===== config.mk =====
export PLATFORM = sky130hd
export DESIGN_NAME = invsqrt_pack
export DESIGN_NICKNAME = d
export VERILOG_FILES = /design/src/rtl/invsqrt_pkg.sv /design/src/rtl/invsqrt_pack.sv
export VERILOG_INCLUDE_DIRS = /design/src /design/src/rtl
export SDC_FILE = /design/constraint.sdc
export NUM_CORES = 1
export LEC_CHECK = 0
export BUFFER_PORTS_ARGS = -buffer_cell sky130_fd_sc_hd__buf_2
export CORE_MARGIN = 2
export CORE_UTILIZATION = 40
export DETAILED_ROUTE_END_ITERATION = 12
export GPL_TIMING_DRIVEN = 0
export SLEW_MARGIN = 20
export SYNTH_ARGS = -nofsm -noshare
export SYNTH_HDL_FRONTEND = slang
export SYNTH_SLANG_ARGS = --single-unit
export TNS_END_PERCENT = 100

===== constraint.sdc =====
create_clock -name vclk -period 6.8
set_input_delay 1.02 -clock vclk [all_inputs]
set_output_delay 1.02 -clock vclk [all_outputs]
set_load 0.01 [all_outputs]

===== src/rtl/invsqrt_params.svh =====
`ifndef INVSQRT_PARAMS_SVH
`define INVSQRT_PARAMS_SVH

// single-precision field widths
`define FP_EXP_W 8
`define FP_MAN_W 23

// guard bits kept at the three precision levels of the series
`define FP_RNE0_W 2
`define FP_RNE1_W 20
`define FP_RNE2_W 21

// returned for NaN, zero and negative operands
`define INVSQRT_QNAN 32'h7FC0_0000

// register stages from input port to output port
`define INVSQRT_LATENCY 6

`endif


===== src/rtl/invsqrt_pkg.sv =====
`include "invsqrt_params.svh"

package invsqrt_pkg;

    //////////////////////////////////////////////////
    // fixed-point widths of the series terms
    // hidden bit included
    localparam int M1_W   = `FP_MAN_W + 1;
    localparam int A0_W   = M1_W + `FP_RNE0_W;
    localparam int A1_W   = (A0_W + `FP_RNE1_W) / 2;
    localparam int A3_W   = (A1_W + `FP_RNE2_W) / 2;
    localparam int A5_W   = A3_W / 2;
    // offset from the segment centre, top three zero bits dropped
    localparam int Y_W    = `FP_MAN_W - 3;
    // products before rounding
    localparam int Z2_W   = A1_W + `FP_RNE2_W - 7;
    localparam int A3Y2_W = A1_W + `FP_RNE2_W - 5;
    localparam int A1Y1_W = A0_W + `FP_RNE1_W - 5;
    localparam int A4Z2_W = A1_W + `FP_RNE2_W - 10;
    localparam int ZG1_W  = A0_W + `FP_RNE1_W - 9;
    localparam int A5Y_W  = A3_W - 6;
    localparam int A45_W  = A3_W - 2;
    localparam int ZT_W   = A3_W - 7;
    // terms after rounding
    localparam int Z_W    = A1_W - 7;
    localparam int A3Y_W  = A1_W - 5;
    localparam int A1Y_W  = A0_W - 5;
    localparam int A4Z_W  = A1_W - 10;
    localparam int GRP_W  = A1_W - 1;
    localparam int ZG_W   = A0_W - 9;
    localparam int SUM_W  = A0_W + 1;
    localparam int RES_W  = M1_W + 1;

    typedef struct packed {
        logic                 sign;
        logic [`FP_EXP_W-1:0] exp;
        logic [`FP_MAN_W-1:0] man;
    } fp32_t;

    typedef struct packed {
        logic neg;
        logic zero;
        logic nan_zero_neg;
        logic pos_inf;
    } case_flags_t;

    typedef struct packed {
        logic [A0_W-1:0] a0;
        logic [A1_W-1:0] a1;
        logic [A1_W-1:0] a2;
        logic [A3_W-1:0] a3;
        logic [A3_W-1:0] a4;
        logic [A5_W-1:0] a5;
    } coef_t;

    //////////////////////////////////////////////////
    // per-stage payloads
    typedef struct packed {
        case_flags_t          flags;
        // x at or above the segment centre
        logic                 above;
        logic [`FP_EXP_W-1:0] exp;
        coef_t                coef;
        logic [Y_W-1:0]       y;
    } unpack_t;

    typedef struct packed {
        case_flags_t          flags;
        logic                 above;
        logic [`FP_EXP_W-1:0] exp;
        logic [A0_W-1:0]      a0;
        logic [A1_W-1:0]      a2;
        logic [A3_W-1:0]      a4;
        logic [A5Y_W-1:0]     a5y;
        logic [A1Y1_W-1:0]    a1y_w;
        logic [Z2_W-1:0]      z_w;
        logic [A3Y2_W-1:0]    a3y_w;
    } prod_t;

    typedef struct packed {
        case_flags_t          flags;
        logic                 above;
        logic [`FP_EXP_W-1:0] exp;
        logic [A0_W-1:0]      a0;
        logic [A1_W-1:0]      a2;
        logic [A45_W-1:0]     a45;
        logic [A1Y_W-1:0]     a1y;
        logic [Z_W-1:0]       z;
        logic [ZT_W-1:0]      z_top;
        logic [A3Y_W-1:0]     a3y;
    } inner_t;

    typedef struct packed {
        case_flags_t          flags;
        logic                 above;
        logic [`FP_EXP_W-1:0] exp;
        logic [A0_W-1:0]      a0;
        logic [A1Y_W-1:0]     a1y;
        logic [Z_W-1:0]       z;
        logic [GRP_W-1:0]     grp;
    } group_t;

    typedef struct packed {
        case_flags_t          flags;
        logic                 above;
        logic [`FP_EXP_W-1:0] exp;
        logic [A0_W-1:0]      a0;
        logic [A1Y_W-1:0]     a1y;
        logic [ZG_W-1:0]      zg;
    } sum_in_t;

    typedef struct packed {
        fp32_t word;
        logic  invalid_op;
        logic  divide_by_zero;
    } result_t;

    // drop the low bits with round to nearest, ties to even
    function automatic logic [63:0] rne_round(input logic [63:0] val, input int unsigned drop);
        logic [63:0] kept;
        logic [63:0] rest_mask;
        logic        round_bit;
        logic        sticky;
        kept      = val >> drop;
        round_bit = val[drop-1];
        rest_mask = (64'd1 << (drop - 1)) - 64'd1;
        sticky    = |(val & rest_mask);
        return kept + {63'd0, round_bit & (sticky | kept[0])};
    endfunction

endpackage


===== src/rtl/invsqrt_pack.sv =====
`timescale 1ns/1ps
`include "invsqrt_params.svh"

module invsqrt_pack import invsqrt_pkg::*; (
    input  sum_in_t i_stage,
    output fp32_t   o_result,
    output logic    o_invalid_op,
    output logic    o_divide_by_zero
);

    logic [SUM_W-1:0]     sum_w;
    logic [RES_W-1:0]     sum;
    logic [`FP_EXP_W-1:0] exp_up;
    logic [`FP_EXP_W-1:0] exp_dn;
    fp32_t                norm;

    assign sum_w = i_stage.above
        ? SUM_W'(i_stage.a0) - SUM_W'(i_stage.a1y) + SUM_W'(i_stage.zg)
        : SUM_W'(i_stage.a0) + SUM_W'(i_stage.a1y) + SUM_W'(i_stage.zg);

    // msb of sum weighs 1.0, next bit 0.5
    assign sum = RES_W'(rne_round(64'(sum_w), `FP_RNE0_W));

    assign exp_up = i_stage.exp + `FP_EXP_W'(1);
    assign exp_dn = i_stage.exp - `FP_EXP_W'(1);

    always_comb begin
        norm.sign = 1'b0;
        if (sum[RES_W-1]) begin
            norm.exp = exp_up;
            norm.man = sum[RES_W-2:1];
        end else if (sum[RES_W-2]) begin
            norm.exp = i_stage.exp;
            norm.man = sum[RES_W-3:0];
        end else begin
            norm.exp = exp_dn;
            norm.man = {sum[RES_W-4:0], 1'b0};
        end
    end

    // special operands override the series result
    always_comb begin
        if (i_stage.flags.nan_zero_neg) begin
            o_result = `INVSQRT_QNAN;
        end else if (i_stage.flags.pos_inf) begin
            o_result = '0;
        end else begin
            o_result = norm;
        end
    end

    assign o_invalid_op     = i_stage.flags.neg;
    assign o_divide_by_zero = i_stage.flags.zero;

endmodule


==> impl_metrics.csv <==
group,metric,value,unit
synth,ys_seq_area_frac,0,
grt,grt.overflow.total,0,
min_path,hold_depth,2,
sta,relSlewSlack,0.4601,
pwr,pwr-share-seq,0,
final_layout,final-seq-area,0,sq um
floorplanning,core-area,14590,sq um
sta,worst_slack,-27.26,ps
run_status,outcome,"finished with violations",
sta,worst_pin_slew,803.6,ps
final_layout,clkbuf_count,0,
floorplanning,rows,44,
worst_setup_path,path_cells,"buf_6 > inv_4 > fa_2 > inv_2 > ha_4 > inv_2 > fa_2 > and2b_2 > o211ai_4 > a2111oi_4 > o2111ai_2 > and2_1 > a221o_1 > or4_4 > nor4_4 > xor2_4 > buf_6 > buf_8 > mux2i_1 > nor2_1 > a211oi_2 > buf_2",
sta,hold_violations,0,
final_layout,n_antenna_cell,0,
placed_design,dp_hpwl,14480,um
final_layout,final_cells,1175,
final_layout,fin_nets,1167,
final_layout,drive_gt1_frac,0.2765,
pwr,power_density,163.6,nW/um^2
sta,drv_slew,0,
grt,top_usage_layer,"met2",
detailed_routing,drt_pass1_iterations,5,
synth,netlist_instances,852,
run_status,violations,"setup timing",
pwr,clkPwrFrac,0,
min_path,whs_endpoint,"o_divide_by_zero",
synth,syn_area,5989,sq um
detailed_routing,drt-total-wl,17960,um
pwr,ir_drop,0.00006137,V
worst_setup_path,critical_path_required,5780,ps
synth,synth_cell_types,88,
grt,grt_max_degree,11,
min_path,hold_start,"i_stage[75]",
floorplanning,boundaryPins,111,
synth,mappedNetlistNets,1026,
worst_setup_path,critPathBufInv,7,
run,drv_cap,0,
detailed_routing,drc_errors,0,
sta,tns,-113.6,ps
placed_design,placed_cell_area,6810,sq um
detailed_routing,post_drt_wl_per_cell,15.29,um
grt,grtUsageMet3,0.01392,
grt,gr-usage-met1,0.3092,
pwr,power.total,1.245,mW
pwr,p_switching,0.7304,mW
floorplanning,die-area,15970,sq um
clock_tree,holdBufCountCts,0,
floorplanning,die_x,126.4,um
detailed_routing,drtAntennaViolNets,0,
sta,finalCritPeriodShare,1.004,
pwr,leakage,3.659,nW
min_path,hp-class,"input pin to output port",
worst_setup_path,path_max_fanout,6,
grt,antenna_found_initial,0,
placed_design,placedCellCount,1144,
placed_design,port_buffers,108,
floorplanning,start_util,0.4105,
worst_setup_path,slowest_stage,"or4_4",
pwr,p_int,0.5144,mW
worst_setup_path,worstPathArrival,5810,ps
sta,timing.fmax,146.5,MHz
worst_setup_path,path_class,"input pin to output port",
worst_setup_path,cpLargestDelayFamily,"simple AND/OR/NAND/NOR gates",
final_layout,final_util,0.5217,
floorplanning,die_h,126.4,um
grt,grt_pass1_wl,29480,um
synth,yosysWarnings,0,
sta,setup_violations,8,
synth,avgSynthCellArea,7.030,sq um
detailed_routing,vias_per_cell,5.693,
placed_design,gp_congestion,0.9322,
grt,grt.total_usage,0.2137,
grt,use_met2,0.3592,
pwr,comb_power_share,1.000,
final_layout,fin_area,7611,sq um
grt,grt_pass1_vias,6185,
final_layout,seq_cell_count,0,
pwr,swShare,0.5868,
detailed_routing,drtIter0Drc,550,
detailed_routing,vias,6689,
sta,rsz0062_at_grt,"true",
worst_setup_path,max_stage_delay,550,ps
sta,fin_crit,6827,ps
worst_setup_path,start_kind,"input pin",
worst_setup_path,critPathCaptureType,"output port",
final_layout,area_growth,27.07,%
## cell usage after synthesis (5+ instances only)
| master | count | area share |
|---|---|---|
| nand4_1 | 19 | 0.020 |
| a21oi_1 | 56 | 0.047 |
| or2_2 | 5 | 0.0052 |
| nor2b_1 | 7 | 0.0073 |
| o21ai_1 | 7 | 0.0058 |
| o21bai_1 | 6 | 0.0075 |
| and2_1 | 6 | 0.0063 |
| clkbuf_1 | 23 | 0.014 |
| fa_1 | 35 | 0.12 |
| a21o_1 | 11 | 0.014 |
| xnor2_1 | 19 | 0.028 |
| o211ai_1 | 11 | 0.014 |
| buf_2 | 6 | 0.0050 |
| a31oi_1 | 8 | 0.0084 |
| buf_4 | 5 | 0.0063 |
| and3_1 | 5 | 0.0052 |
| o21ai_0 | 26 | 0.022 |
| o21a_1 | 13 | 0.016 |
| a211oi_1 | 31 | 0.039 |
| mux2i_1 | 29 | 0.048 |
| ha_1 | 62 | 0.13 |
| nor4_1 | 9 | 0.0094 |
| nand2_1 | 68 | 0.043 |
| or3_1 | 6 | 0.0063 |
| nor3b_1 | 9 | 0.011 |
| xor2_1 | 20 | 0.029 |
| nor3_1 | 24 | 0.020 |
| o2111ai_1 | 6 | 0.0088 |
| nand3_1 | 23 | 0.019 |
| a211o_1 | 5 | 0.0073 |
| inv_1 | 136 | 0.085 |
| nor2_1 | 61 | 0.038 |
## per-stage QoR
stage | setup slack [ps] | hold WS, ps
2_1_floorplan | 25.38 | 2132
3_3_place_gp | -687.7 | 2224
3_5_place_dp | -677.0 | 2225
4_1_cts | -35.98 | 2225
5_1_grt | -225.8 | 2226
6_report | -27.26 | 2223
## worst max-delay path by stage
stage / start / end / slack, ps / depth (start not counted)
final: i_stage[1] / o_result[20] / -30 / 22
after global routing: i_stage[1] / o_result[19] / -230 / 22
after CTS: i_stage[13] / o_result[26] / -40 / 19
after detailed placement: i_stage[1] / o_result[26] / -680 / 20
after global placement: i_stage[1] / o_result[26] / -690 / 21
after floorplan: i_stage[1] / o_result[26] / 30 / 18
## what timing repair did
item / CTS / global route
pin swaps: 25 / 43
gates cloned: 1 / 0
gates resized for setup: 65 / 57
endpoints found under the setup margin: 31 / 31
setup buffers: 28 / 13
## final cells by class
type / instances / area [sq um]
multi-input combinational: 678 / 5767
buffer: 28 / 181.4
fill: 1484 / 6978
tap: 184 / 230.2
inverter: 136 / 513.0
timing repair buffer: 149 / 919.6
## power by group through the flow
stage	registers (mW)	logic [mW]	clock network [mW]
final	0	1.24	0
after global routing	0	1.37	0
after CTS	0	1.16	0
after detailed placement	0	1.06	0
after global placement	0	1.05	0
after floorplan	0	0.805	0
## cell usage in the layout, fill, tap and decap left out, drive strengths merged, types with 24 or more instances in the layout
cell / n
nor3: 24
fa: 35
ha: 62
a21oi: 56
mux2i: 29
a211oi: 32
inv: 136
nor2: 62
o21ai: 34
buf: 163
nand2: 68
## cell families (layout without fill, tap and decap cells)
family                   count (synthesis)  count (layout)  synth area share
AND/OR/NAND/NOR                        275             275            0.2432
other                                    1               1         0.0006261
buffers and inverters                  174             313            0.1159
XOR/XNOR                                40              40           0.06163
multiplexers                            31              31           0.05222
adder cells (fa/ha/maj)                 97              97            0.2465
AO/OA/AOI/OAI                          234             234            0.2799
## layer usage
metal | vias up | share of wire
li1 | 3308 | -
met1 | 3098 | 0.47
met2 | 259 | 0.45
met3 | 24 | 0.062
met4 | 0 | 0.012
met5 | - | 0
(Power assumes the default switching activity.)
