===== src/rtl/invsqrt_params.svh =====
`ifndef INVSQRT_PARAMS_SVH
`define INVSQRT_PARAMS_SVH

// single-precision field widths
`define FP_EXP_W 8
`define FP_MAN_W 23

// guard bits kept at the three precision levels of the series
`define FP_RNE0_W 2
`define FP_RNE1_W 20
`define FP_RNE2_W 21

// returned for NaN, zero and negative operands
`define INVSQRT_QNAN 32'h7FC0_0000

// register stages from input port to output port
`define INVSQRT_LATENCY 6

`endif


===== src/rtl/invsqrt_pkg.sv =====
`include "invsqrt_params.svh"

package invsqrt_pkg;

    //////////////////////////////////////////////////
    // fixed-point widths of the series terms
    // hidden bit included
    localparam int M1_W   = `FP_MAN_W + 1;
    localparam int A0_W   = M1_W + `FP_RNE0_W;
    localparam int A1_W   = (A0_W + `FP_RNE1_W) / 2;
    localparam int A3_W   = (A1_W + `FP_RNE2_W) / 2;
    localparam int A5_W   = A3_W / 2;
    // offset from the segment centre, top three zero bits dropped
    localparam int Y_W    = `FP_MAN_W - 3;
    // products before rounding
    localparam int Z2_W   = A1_W + `FP_RNE2_W - 7;
    localparam int A3Y2_W = A1_W + `FP_RNE2_W - 5;
    localparam int A1Y1_W = A0_W + `FP_RNE1_W - 5;
    localparam int A4Z2_W = A1_W + `FP_RNE2_W - 10;
    localparam int ZG1_W  = A0_W + `FP_RNE1_W - 9;
    localparam int A5Y_W  = A3_W - 6;
    localparam int A45_W  = A3_W - 2;
    localparam int ZT_W   = A3_W - 7;
    // terms after rounding
    localparam int Z_W    = A1_W - 7;
    localparam int A3Y_W  = A1_W - 5;
    localparam int A1Y_W  = A0_W - 5;
    localparam int A4Z_W  = A1_W - 10;
    localparam int GRP_W  = A1_W - 1;
    localparam int ZG_W   = A0_W - 9;
    localparam int SUM_W  = A0_W + 1;
    localparam int RES_W  = M1_W + 1;

    typedef struct packed {
        logic                 sign;
        logic [`FP_EXP_W-1:0] exp;
        logic [`FP_MAN_W-1:0] man;
    } fp32_t;

    typedef struct packed {
        logic neg;
        logic zero;
        logic nan_zero_neg;
        logic pos_inf;
    } case_flags_t;

    typedef struct packed {
        logic [A0_W-1:0] a0;
        logic [A1_W-1:0] a1;
        logic [A1_W-1:0] a2;
        logic [A3_W-1:0] a3;
        logic [A3_W-1:0] a4;
        logic [A5_W-1:0] a5;
    } coef_t;

    //////////////////////////////////////////////////
    // per-stage payloads
    typedef struct packed {
        case_flags_t          flags;
        // x at or above the segment centre
        logic                 above;
        logic [`FP_EXP_W-1:0] exp;
        coef_t                coef;
        logic [Y_W-1:0]       y;
    } unpack_t;

    typedef struct packed {
        case_flags_t          flags;
        logic                 above;
        logic [`FP_EXP_W-1:0] exp;
        logic [A0_W-1:0]      a0;
        logic [A1_W-1:0]      a2;
        logic [A3_W-1:0]      a4;
        logic [A5Y_W-1:0]     a5y;
        logic [A1Y1_W-1:0]    a1y_w;
        logic [Z2_W-1:0]      z_w;
        logic [A3Y2_W-1:0]    a3y_w;
    } prod_t;

    typedef struct packed {
        case_flags_t          flags;
        logic                 above;
        logic [`FP_EXP_W-1:0] exp;
        logic [A0_W-1:0]      a0;
        logic [A1_W-1:0]      a2;
        logic [A45_W-1:0]     a45;
        logic [A1Y_W-1:0]     a1y;
        logic [Z_W-1:0]       z;
        logic [ZT_W-1:0]      z_top;
        logic [A3Y_W-1:0]     a3y;
    } inner_t;

    typedef struct packed {
        case_flags_t          flags;
        logic                 above;
        logic [`FP_EXP_W-1:0] exp;
        logic [A0_W-1:0]      a0;
        logic [A1Y_W-1:0]     a1y;
        logic [Z_W-1:0]       z;
        logic [GRP_W-1:0]     grp;
    } group_t;

    typedef struct packed {
        case_flags_t          flags;
        logic                 above;
        logic [`FP_EXP_W-1:0] exp;
        logic [A0_W-1:0]      a0;
        logic [A1Y_W-1:0]     a1y;
        logic [ZG_W-1:0]      zg;
    } sum_in_t;

    typedef struct packed {
        fp32_t word;
        logic  invalid_op;
        logic  divide_by_zero;
    } result_t;

    // drop the low bits with round to nearest, ties to even
    function automatic logic [63:0] rne_round(input logic [63:0] val, input int unsigned drop);
        logic [63:0] kept;
        logic [63:0] rest_mask;
        logic        round_bit;
        logic        sticky;
        kept      = val >> drop;
        round_bit = val[drop-1];
        rest_mask = (64'd1 << (drop - 1)) - 64'd1;
        sticky    = |(val & rest_mask);
        return kept + {63'd0, round_bit & (sticky | kept[0])};
    endfunction

endpackage


===== src/rtl/invsqrt_coef_rom.sv =====
`timescale 1ns/1ps

module invsqrt_coef_rom import invsqrt_pkg::*; (
    input  logic       i_odd_exp,
    input  logic [2:0] i_seg,
    output coef_t      o_coef
);

    // series of 1/sqrt(m) around the centre of each eighth of [1, 2)
    // the odd table folds the extra factor of two into m
    always_comb begin
        if (!i_odd_exp) begin
            case (i_seg)
                3'd0: o_coef = {26'h3e16d09, 23'h3a6fd3, 23'h293fe0, 22'h102d21, 22'h0d5257, 11'h169};
                3'd1: o_coef = {26'h3abafd5, 23'h31750b, 23'h1f3c73, 22'h0af5c5, 22'h081369, 11'h0c4};
                3'd2: o_coef = {26'h37dd20b, 23'h2a9019, 23'h185257, 22'h07b89e, 22'h0525bf, 11'h071};
                3'd3: o_coef = {26'h3561336, 23'h25223a, 23'h135fc5, 22'h059d9d, 22'h036b12, 11'h044};
                3'd4: o_coef = {26'h3333333, 23'h20c49c, 23'h0fba88, 22'h0431be, 22'h02594c, 11'h02b};
                3'd5: o_coef = {26'h314468c, 23'h1d3205, 23'h0cf9c9, 22'h033432, 22'h01a949, 11'h01c};
                3'd6: o_coef = {26'h2f89bad, 23'h1a3a55, 23'h0ada58, 22'h027eb3, 22'h013457, 11'h013};
                default: begin
                    o_coef = {26'h2dfa9cf, 23'h17bb28, 23'h092fac, 22'h01f9bc, 22'h00e466, 11'h00d};
                end
            endcase
        end else begin
            case (i_seg)
                3'd0: o_coef = {26'h2be754d, 23'h295232, 23'h1d2af6, 22'h0b7038, 22'h096b7a, 11'h0ff};
                3'd1: o_coef = {26'h298757d, 23'h22f8b6, 23'h161658, 22'h07bffb, 22'h05b5e1, 11'h08a};
                3'd2: o_coef = {26'h27806ca, 23'h1e18b4, 23'h1132b0, 22'h0575ae, 22'h03a3c9, 11'h050};
                3'd3: o_coef = {26'h25bec19, 23'h1a41eb, 23'h0db316, 22'h03f88c, 22'h026ac5, 11'h030};
                3'd4: o_coef = {26'h243430a, 23'h172ba4, 23'h0b1f30, 22'h02f740, 22'h01a92e, 11'h01f};
                3'd5: o_coef = {26'h22d651f, 23'h14a4ee, 23'h092cdc, 22'h0243f7, 22'h012cb9, 11'h014};
                3'd6: o_coef = {26'h219d4c6, 23'h128bc0, 23'h07ac96, 22'h01c3a1, 22'h00da07, 11'h00e};
                default: begin
                    o_coef = {26'h2083149, 23'h10c7c9, 23'h067ee2, 22'h01659c, 22'h00a180, 11'h009};
                end
            endcase
        end
    end

endmodule


===== src/rtl/invsqrt_unpack.sv =====
`timescale 1ns/1ps
`include "invsqrt_params.svh"

module invsqrt_unpack import invsqrt_pkg::*; (
    input  fp32_t   i_x,
    output unpack_t o_stage
);

    localparam int BIAS    = (1 << (`FP_EXP_W - 1)) - 1;
    // (3*bias - 1 - e) / 2 is the exponent of a result in [0.5, 1)
    localparam int EXP_SUM = 3 * BIAS - 1;

    fp32_t                x;
    logic                 exp_ones;
    logic                 man_zero;
    case_flags_t          flags;
    logic [`FP_EXP_W+1:0] exp_diff;
    logic                 above;
    logic [Y_W-2:0]       man_low;
    logic [Y_W-1:0]       y;
    coef_t                coef;

    // denormals become zero, sign included
    assign x = (i_x.exp == '0 && i_x.man != '0) ? '0 : i_x;

    assign exp_ones = (x.exp == '1);
    assign man_zero = (x.man == '0);

    // negative normals and -inf
    assign flags.neg          = x.sign && ((exp_ones && man_zero) || (x.exp != '0 && !exp_ones));
    assign flags.zero         = (x.exp == '0) && man_zero;
    assign flags.nan_zero_neg = (exp_ones && !man_zero) || flags.zero || flags.neg;
    assign flags.pos_inf      = !x.sign && exp_ones && man_zero;

    assign exp_diff = (`FP_EXP_W+2)'(EXP_SUM) - {2'b00, x.exp};

    // centre of the segment is the three top bits followed by a one
    assign above   = x.man[`FP_MAN_W-4];
    assign man_low = x.man[`FP_MAN_W-5:0];
    // magnitude of the offset, the sign travels in above
    assign y = above ? {1'b0, man_low} : ({1'b1, {(Y_W-1){1'b0}}} - {1'b0, man_low});

    // biased exponent lsb low means an odd unbiased exponent
    invsqrt_coef_rom u_coef_rom (
        .i_odd_exp (!x.exp[0]),
        .i_seg     (x.man[`FP_MAN_W-1 -: 3]),
        .o_coef    (coef)
    );

    assign o_stage = '{
        flags: flags,
        above: above,
        exp:   exp_diff[`FP_EXP_W:1],
        coef:  coef,
        y:     y
    };

endmodule


===== config.mk =====
export PLATFORM = sky130hd
export DESIGN_NAME = invsqrt_unpack
export DESIGN_NICKNAME = d
export VERILOG_FILES = /design/src/rtl/invsqrt_pkg.sv /design/src/rtl/invsqrt_coef_rom.sv /design/src/rtl/invsqrt_unpack.sv
export VERILOG_INCLUDE_DIRS = /design/src /design/src/rtl
export SDC_FILE = /design/constraint.sdc
export NUM_CORES = 1
export LEC_CHECK = 0
export ABC_AREA = 1
export BUFFER_PORTS_ARGS = -buffer_cell sky130_fd_sc_hd__buf_2
export CORE_ASPECT_RATIO = 0.9
export CORE_UTILIZATION = 45
export DETAILED_ROUTE_END_ITERATION = 10
export PLACE_DENSITY = 0.83
export RECOVER_POWER = 50
export SYNTH_ARGS = -nofsm -noshare
export SYNTH_HDL_FRONTEND = slang
export SYNTH_SLANG_ARGS = --single-unit
export TNS_END_PERCENT = 50

===== constraint.sdc =====
create_clock -name vclk -period 4.8
set_input_delay 0.48 -clock vclk [all_inputs]
set_output_delay 0.48 -clock vclk [all_outputs]
set_load 0.03 [all_outputs]

==> results of run 1 <==
cell usage in the layout, fill, tap and decap left out, drive strengths merged, types with 3 or more instances in the layout:
master,count
a21oi,14
a31oi,7
buf,126
clkbuf,64
conb,8
fa,4
ha,11
inv,61
nand2,228
nand3,34
nand4,5
nor2,77
nor3,4
o211ai,11
o21ai,74
o31ai,3
o41ai,3
or2,4
xnor2,6
xor2,11
stage by stage:
stage                     worst slack (ns)  instance area, sq um  std cells
after floorplan                      0.727                  3000        611
after global placement               0.672                  3880        853
final                                0.324                  3800        853
after detailed placement             0.500                  3880        853
after global routing                0.0887                  3800        853
after CTS                            0.526                  3880        853
cell families (layout without fill, tap and decap cells):
| group | after synthesis | count (layout) |
|---|---|---|
| AOI/OAI and AO/OA | 120 | 120 |
| xor gates and xnor gates | 17 | 17 |
| adders and majority gates | 15 | 15 |
| buffers and inverters | 96 | 251 |
| other | 2 | 8 |
| and+or+nand+nor | 355 | 355 |
power by group through the flow:
stage | Sequential (mW) | Combinational, mW | Clock (mW)
2_1_floorplan | 0 | 0.551 | 0
3_3_place_gp | 0 | 0.766 | 0
3_5_place_dp | 0 | 0.767 | 0
4_1_cts | 0 | 0.769 | 0
5_1_grt | 0 | 0.818 | 0
6_report | 0 | 0.772 | 0
worst max-delay path by stage:
stage                       start      endpoint  slack [ns]  depth (start not counted)
after floorplan           i_x[23]   o_stage[76]        0.73                         16
after global placement    i_x[23]   o_stage[88]        0.67                         19
after detailed placement  i_x[24]  o_stage[143]        0.50                         19
after CTS                 i_x[24]  o_stage[143]        0.53                         19
after global routing       i_x[9]   o_stage[10]        0.09                         13
final                     i_x[20]   o_stage[10]        0.32                         13
cell type report:
| type | count | share of cell area [%] |
|---|---|---|
| multi-input combinational | 515 | 67.8 |
| inverter | 61 | 6.02 |
| tap | 87 | 2.86 |
| timing repair buffer | 190 | 23.3 |
routing by layer:
| layer | vias up | track usage [%] |
|---|---|---|
| met4 | 0 | 13.0 |
| met5 | - | 0 |
| met1 | 2193 | 53.5 |
| met2 | 398 | 58.9 |
| met3 | 60 | 5.20 |
| li1 | 2261 | - |
==> impl_results.md, run 1 <==
* First-pass GRT wire length at 20,900 microns
* FF+latch area at 0 sq um
* CP top delay family: buffers and inverters
* Pwr/cell area at approximately 200 nW/um^2
* Met2 WL at 5940 microns
* Critical Path Sink Type: primary output
* GP Congestion at 1.03
* Rel. slew slack at between 10% and 20%
* Final Critical Period at 4.48 ns
* Largest area contributor in the netlist: nand2_1
* Final hold violations at 0
* Endpoints failing setup at 0
* Switching share of power at between 70% and 80%
* Filler Cell Count at 700
* Initial drt markers at between 700 and 800
* Hold WS at 1.31 ns
* Synth top area share at 27.6%
* Drt wl/cell at 16.4 microns
* Initial antenna violation count at 0
* Area Growth Syn to Fin at 27.8%
* Sequential power share at 0%
* Clkbuf count at 0
* Core ar. at about 6200 sq um
* Port Buffers at 184
* Status: finished, final reports clean
* CP required at about 4.3 ns
* Via count of the first global-routing pass at 4,116
* Crit start category: input port
* Fin. max-slew vios at 0
* Aggregate global-route resource usage at 38.1%
* Post_cts resized at 0
* Critical-path cell list: buf_2, nor2_1, nand2_1, nor2_1, nand3_1, nand2_2, clkbuf_1, nand2_1, inv_1, or2_0, nand2_1, xnor2_1, clkbuf_2
* WL met3 at between 1500 and 2000 microns
* Clk pwr share at 0%
* Mux cell area share after synthesis at 0%
* Most common cell in the synthesized netlist: nand2_1
* Met1 WL at 5820 microns
* Critical-path top delay cell: clkbuf_1
* Area of the multi-input gates at 2580 sq um
* Dpl hpwl at around 11,000 microns
* Antenna viol nets, final at 0
* Syn avg cell area at 4.92 sq um
* CP Class: in -> out
* Largest family of logic cells by synthesized area: simple AND/OR/NAND/NOR gates
* Maximum vdd drop at 0.122 mV
* Hold path startpoint: i_x[30]
* Final Cycle Share at roughly 93%
* Total power at roughly 0.77 mW
* Hold crit path type: in -> out
* Worst hold stages at 3
* Final WL at 14,000 microns
* Combinational share of power at 100.0%
* Pint at 0.181 mW
* Global route overflow at 0
* Maxcap violations at 0
* Initial core utilization at 47.6%
* Simple-Gate Fraction of Synth Area at between 50% and 60%
* Top cell by count, worst path: nand2_1
* P_leak at 2.23 nW
* Sw Pwr at 0.591 mW
* Xor/xnor cell area share of the yosys netlist at between 5 and 6%
* Crit Path Max Fanout at 31
* Share of cells above drive strength 1 at between 20% and 30%
* Synth unique cells at 41
* DRT Pass-1 Iters at 5
* FMAX at about 220 MHz
* Drt drc at 0
* DR vias/cell at 5.76
* Post-CTS Setup Bufs at 0
* Width of the die at between 80 and 90 microns
* Cell area after synthesis at 2980 sq um
* WP data arrival at 4.00 ns
* Vias at roughly 4,900
* Chip height at 79.1 microns
* Final Core Density at 60.8%
* Synth top cells by count: 219 x nand2_1, 71 x nor2_1, 56 x o21ai_0
* Post-synthesis instance total at 605
* # IOs at 192
* # hold bufs at CTS at 0
* RSZ-0062 raised after global routing: no
* FFs & Latches at 0
* Pin count of the biggest net entering global routing at 86
* Fraction of the mapped netlist area in compound gates at around 23%
* Nets@finish at 815
* Slew @ Worst Pin at roughly 1.3 ns
* Buf+Inv Stages, Crit Path at 4
* Synth warn at 0
* Die area at 6940 sq um
* Inserted Diodes at 0
* Max layer used: met4
* Seq/Total Area, Yosys at 0%
* Setup_tns at 0 ns
* Area contributors post-synth: nand2_1 28%, o21ai_0 9.4%, nor2_1 9.0%
* Crit-path max cell delay at approximately 0.92 ns
* Hold EP: o_stage[154]
* Post-Synth Adder-Cell Area at under 10%
* Rows at 27
No activity file was read; power rests on OpenSTA's default activity.
==> run 2, diff against run 1 <==
--- a/config.mk
+++ b/config.mk
@@ -13,7 +13,7 @@
 export DETAILED_ROUTE_END_ITERATION = 10
 export PLACE_DENSITY = 0.83
 export RECOVER_POWER = 50
+export REMOVE_ABC_BUFFERS = 1
 export SYNTH_ARGS = -nofsm -noshare
 export SYNTH_HDL_FRONTEND = slang
 export SYNTH_SLANG_ARGS = --single-unit
-export TNS_END_PERCENT = 50
==> constraint.sdc (replaced) <==
create_clock -name vclk -period 4.8
set_input_delay 0.48 -clock vclk [all_inputs]
set_output_delay 0.48 -clock vclk [all_outputs]
set_load 0.05 [all_outputs]
==> run 2 against run 1 <==
The run now ends with capacitance limit, slew limit left; sequential cell count unchanged; combinational power up 29%; critical path depth up 5; largest power group unchanged.
==> impl_results.md, run 2 (synthesis results as in run 1) <==
* Worst Setup SP: i_x[20]
* Hold path startpoint: i_x[30]
* Final Critical Period at 4.53 ns (+0.0587 ns)
* P_leak at 2.25 nW (+1.2%)
* Chip height at 79.1 microns (unchanged)
* Initial core utilization at 47.6% (unchanged)
* Port Buffers at 184 (unchanged)
* Clkbuf count at 0 (unchanged)
* DR vias/cell at 5.83 (+1.3%)
* Via count of the first global-routing pass at 4,325 (+5.1%)
* CP Class: in -> out
* Slew @ Worst Pin at 1.58 ns (+0.317 ns)
* Most frequent cells in the layout: 218 x nand2_1, 116 x buf_2, 70 x nor2_1
* Final Core Density at 61.4% (+0.54 points)
* Violated checks: capacitance limit, slew limit
* Inserted Diodes at 0 (unchanged)
* Rows at 27 (unchanged)
* Pwr/cell area at 259 nW/um^2 (+28%)
* Pin count of the biggest net entering global routing at 86 (unchanged)
* Post-CTS Setup Bufs at 0 (unchanged)
* Antenna viol nets, final at 0 (unchanged)
* Share of cells above drive strength 1 at 21.0% (+0.93 points)
* Setup_tns at 0 ns (unchanged)
* Nets@finish at 819 (+0.49%)
* Critical-path top delay cell: nand2_1
* DRT Pass-1 Iters at 6 (+1)
* CP required at 4.32 ns (about the same)
* Crit start category: input port
* FFs & Latches at 0 (unchanged)
* Fin. max-slew vios at 145 (+145)
* Final Cycle Share at 94.5% (+1.2 points)
* WP data arrival at 4.05 ns (+0.05 ns)
* Initial drt markers at 595 (-17%)
* Drt wl/cell at 16.8 microns (+2.3%)
* Maxcap violations at 2 (+2)
* GP Congestion at 1.06 (+2.7%)
* Crit Path Max Fanout at 32 (+3.2%)
* RSZ-0062 raised after global routing: no
* Endpoints failing setup at 0 (unchanged)
* Aggregate global-route resource usage at 39.9% (+1.8 points)
* Initial antenna violation count at 0 (unchanged)
* Maximum vdd drop at 0.177 mV (+45%)
* Final WL at 14,400 microns (+2.8%)
* Die area at 6940 sq um (unchanged)
* # IOs at 192 (unchanged)
* First-pass GRT wire length at 21,800 microns (+4.7%)
* FMAX at 221 MHz (-1.3%)
* Total power at 0.995 mW (+29%)
* Final hold violations at 0 (unchanged)
* Global route overflow at 0 (unchanged)
* Vias at 4,999 (+1.8%)
* Critical-path cell list: buf_2, nor2_1, nand2_1, nor2_1, nand3_1, nand2_2, buf_4, nand2_1, buf_4, ha_1, inv_1, nor2_8, nor2_2, nand2_4, nand2_1, nor2_1, a21oi_1, buf_2
* Dpl hpwl at 11,400 microns (+1.7%)
* Status: finished with violations
* Commonest non-fill, non-tap cell in the layout: nand2_1
* Core ar. at 6250 sq um (unchanged)
* Drt drc at 0 (unchanged)
* Area Growth Syn to Fin at 28.9%
* Crit-path max cell delay at 0.36 ns (-0.56 ns)
* FF+latch area at 0 sq um (unchanged)
* Rel. slew slack at -5.29% (-21 points)
* Critical Path Sink Type: primary output
* Hold crit path type: in -> out
* Width of the die at 87.7 microns (unchanged)
run 2: cell types whose count changed in the layout (fill, tap and decap cells not counted):
cell      before  now
clkbuf_1      62   59
or2_1          1    3
clkbuf_2       2   11
nor2_1        71   70
nor2_2         3    4
buf_2        121  116
buf_4          5    8
o21ai_1       18   17
or2_0          2    0
o21ai_0       56   57
run 2: report_power, final:
part	internal (mW)	total [mW]	switching [mW]
logic	0.183	0.995	0.812
registers	0	0	0
clock network	0	0	0
run 2: final timing paths:
path | end | slack, ns | cells after the start
max | o_stage[88] | 0.27 | 18
min | o_stage[154] | 1.39 | 3
run 2: area by class of cell:
cell class | instances | area (sq um)
fillers | 659 | 2410
inverters | 61 | 229
multi-input cells | 515 | 2580
well taps | 87 | 109
repair buffers | 194 | 917
run 2: critical path, delay by kind of cell:
family,cells,cell delay [ns]
and+or+nand+nor,11,1.88
adders and majority gates,1,0.34
AOI/OAI and AO/OA,1,0.15
buffers and inverters,5,1.19
run 2: per-stage QoR:
step / area (sq um) / hold WS [ns] / instances / setup slack, ns
finish: 3840 / 1.39 / 857 / 0.265
global route: 3840 / 1.41 / 857 / 0.0581
CTS: 3910 / 1.31 / 857 / 0.262
detailed placement: 3910 / 1.30 / 857 / 0.272
global placement: 3910 / 1.30 / 857 / 0.446
floorplan: 2810 / 1.13 / 576 / -0.888
run 2: timing repair:
action                                 in CTS  in global routing
hold buffers                                0                  0
endpoints found under the hold margin       0                  0
resized for setup                           0                  1
setup endpoints to repair                   0                  3
run 2: metal layers:
| layer | global-route usage [%] | part of all wire, % |
|---|---|---|
| met5 | 0 | 0 |
| met1 | 57.3 | 41 |
| met4 | 9.67 | 2.7 |
| met3 | 4.16 | 13 |
| met2 | 62.8 | 43 |
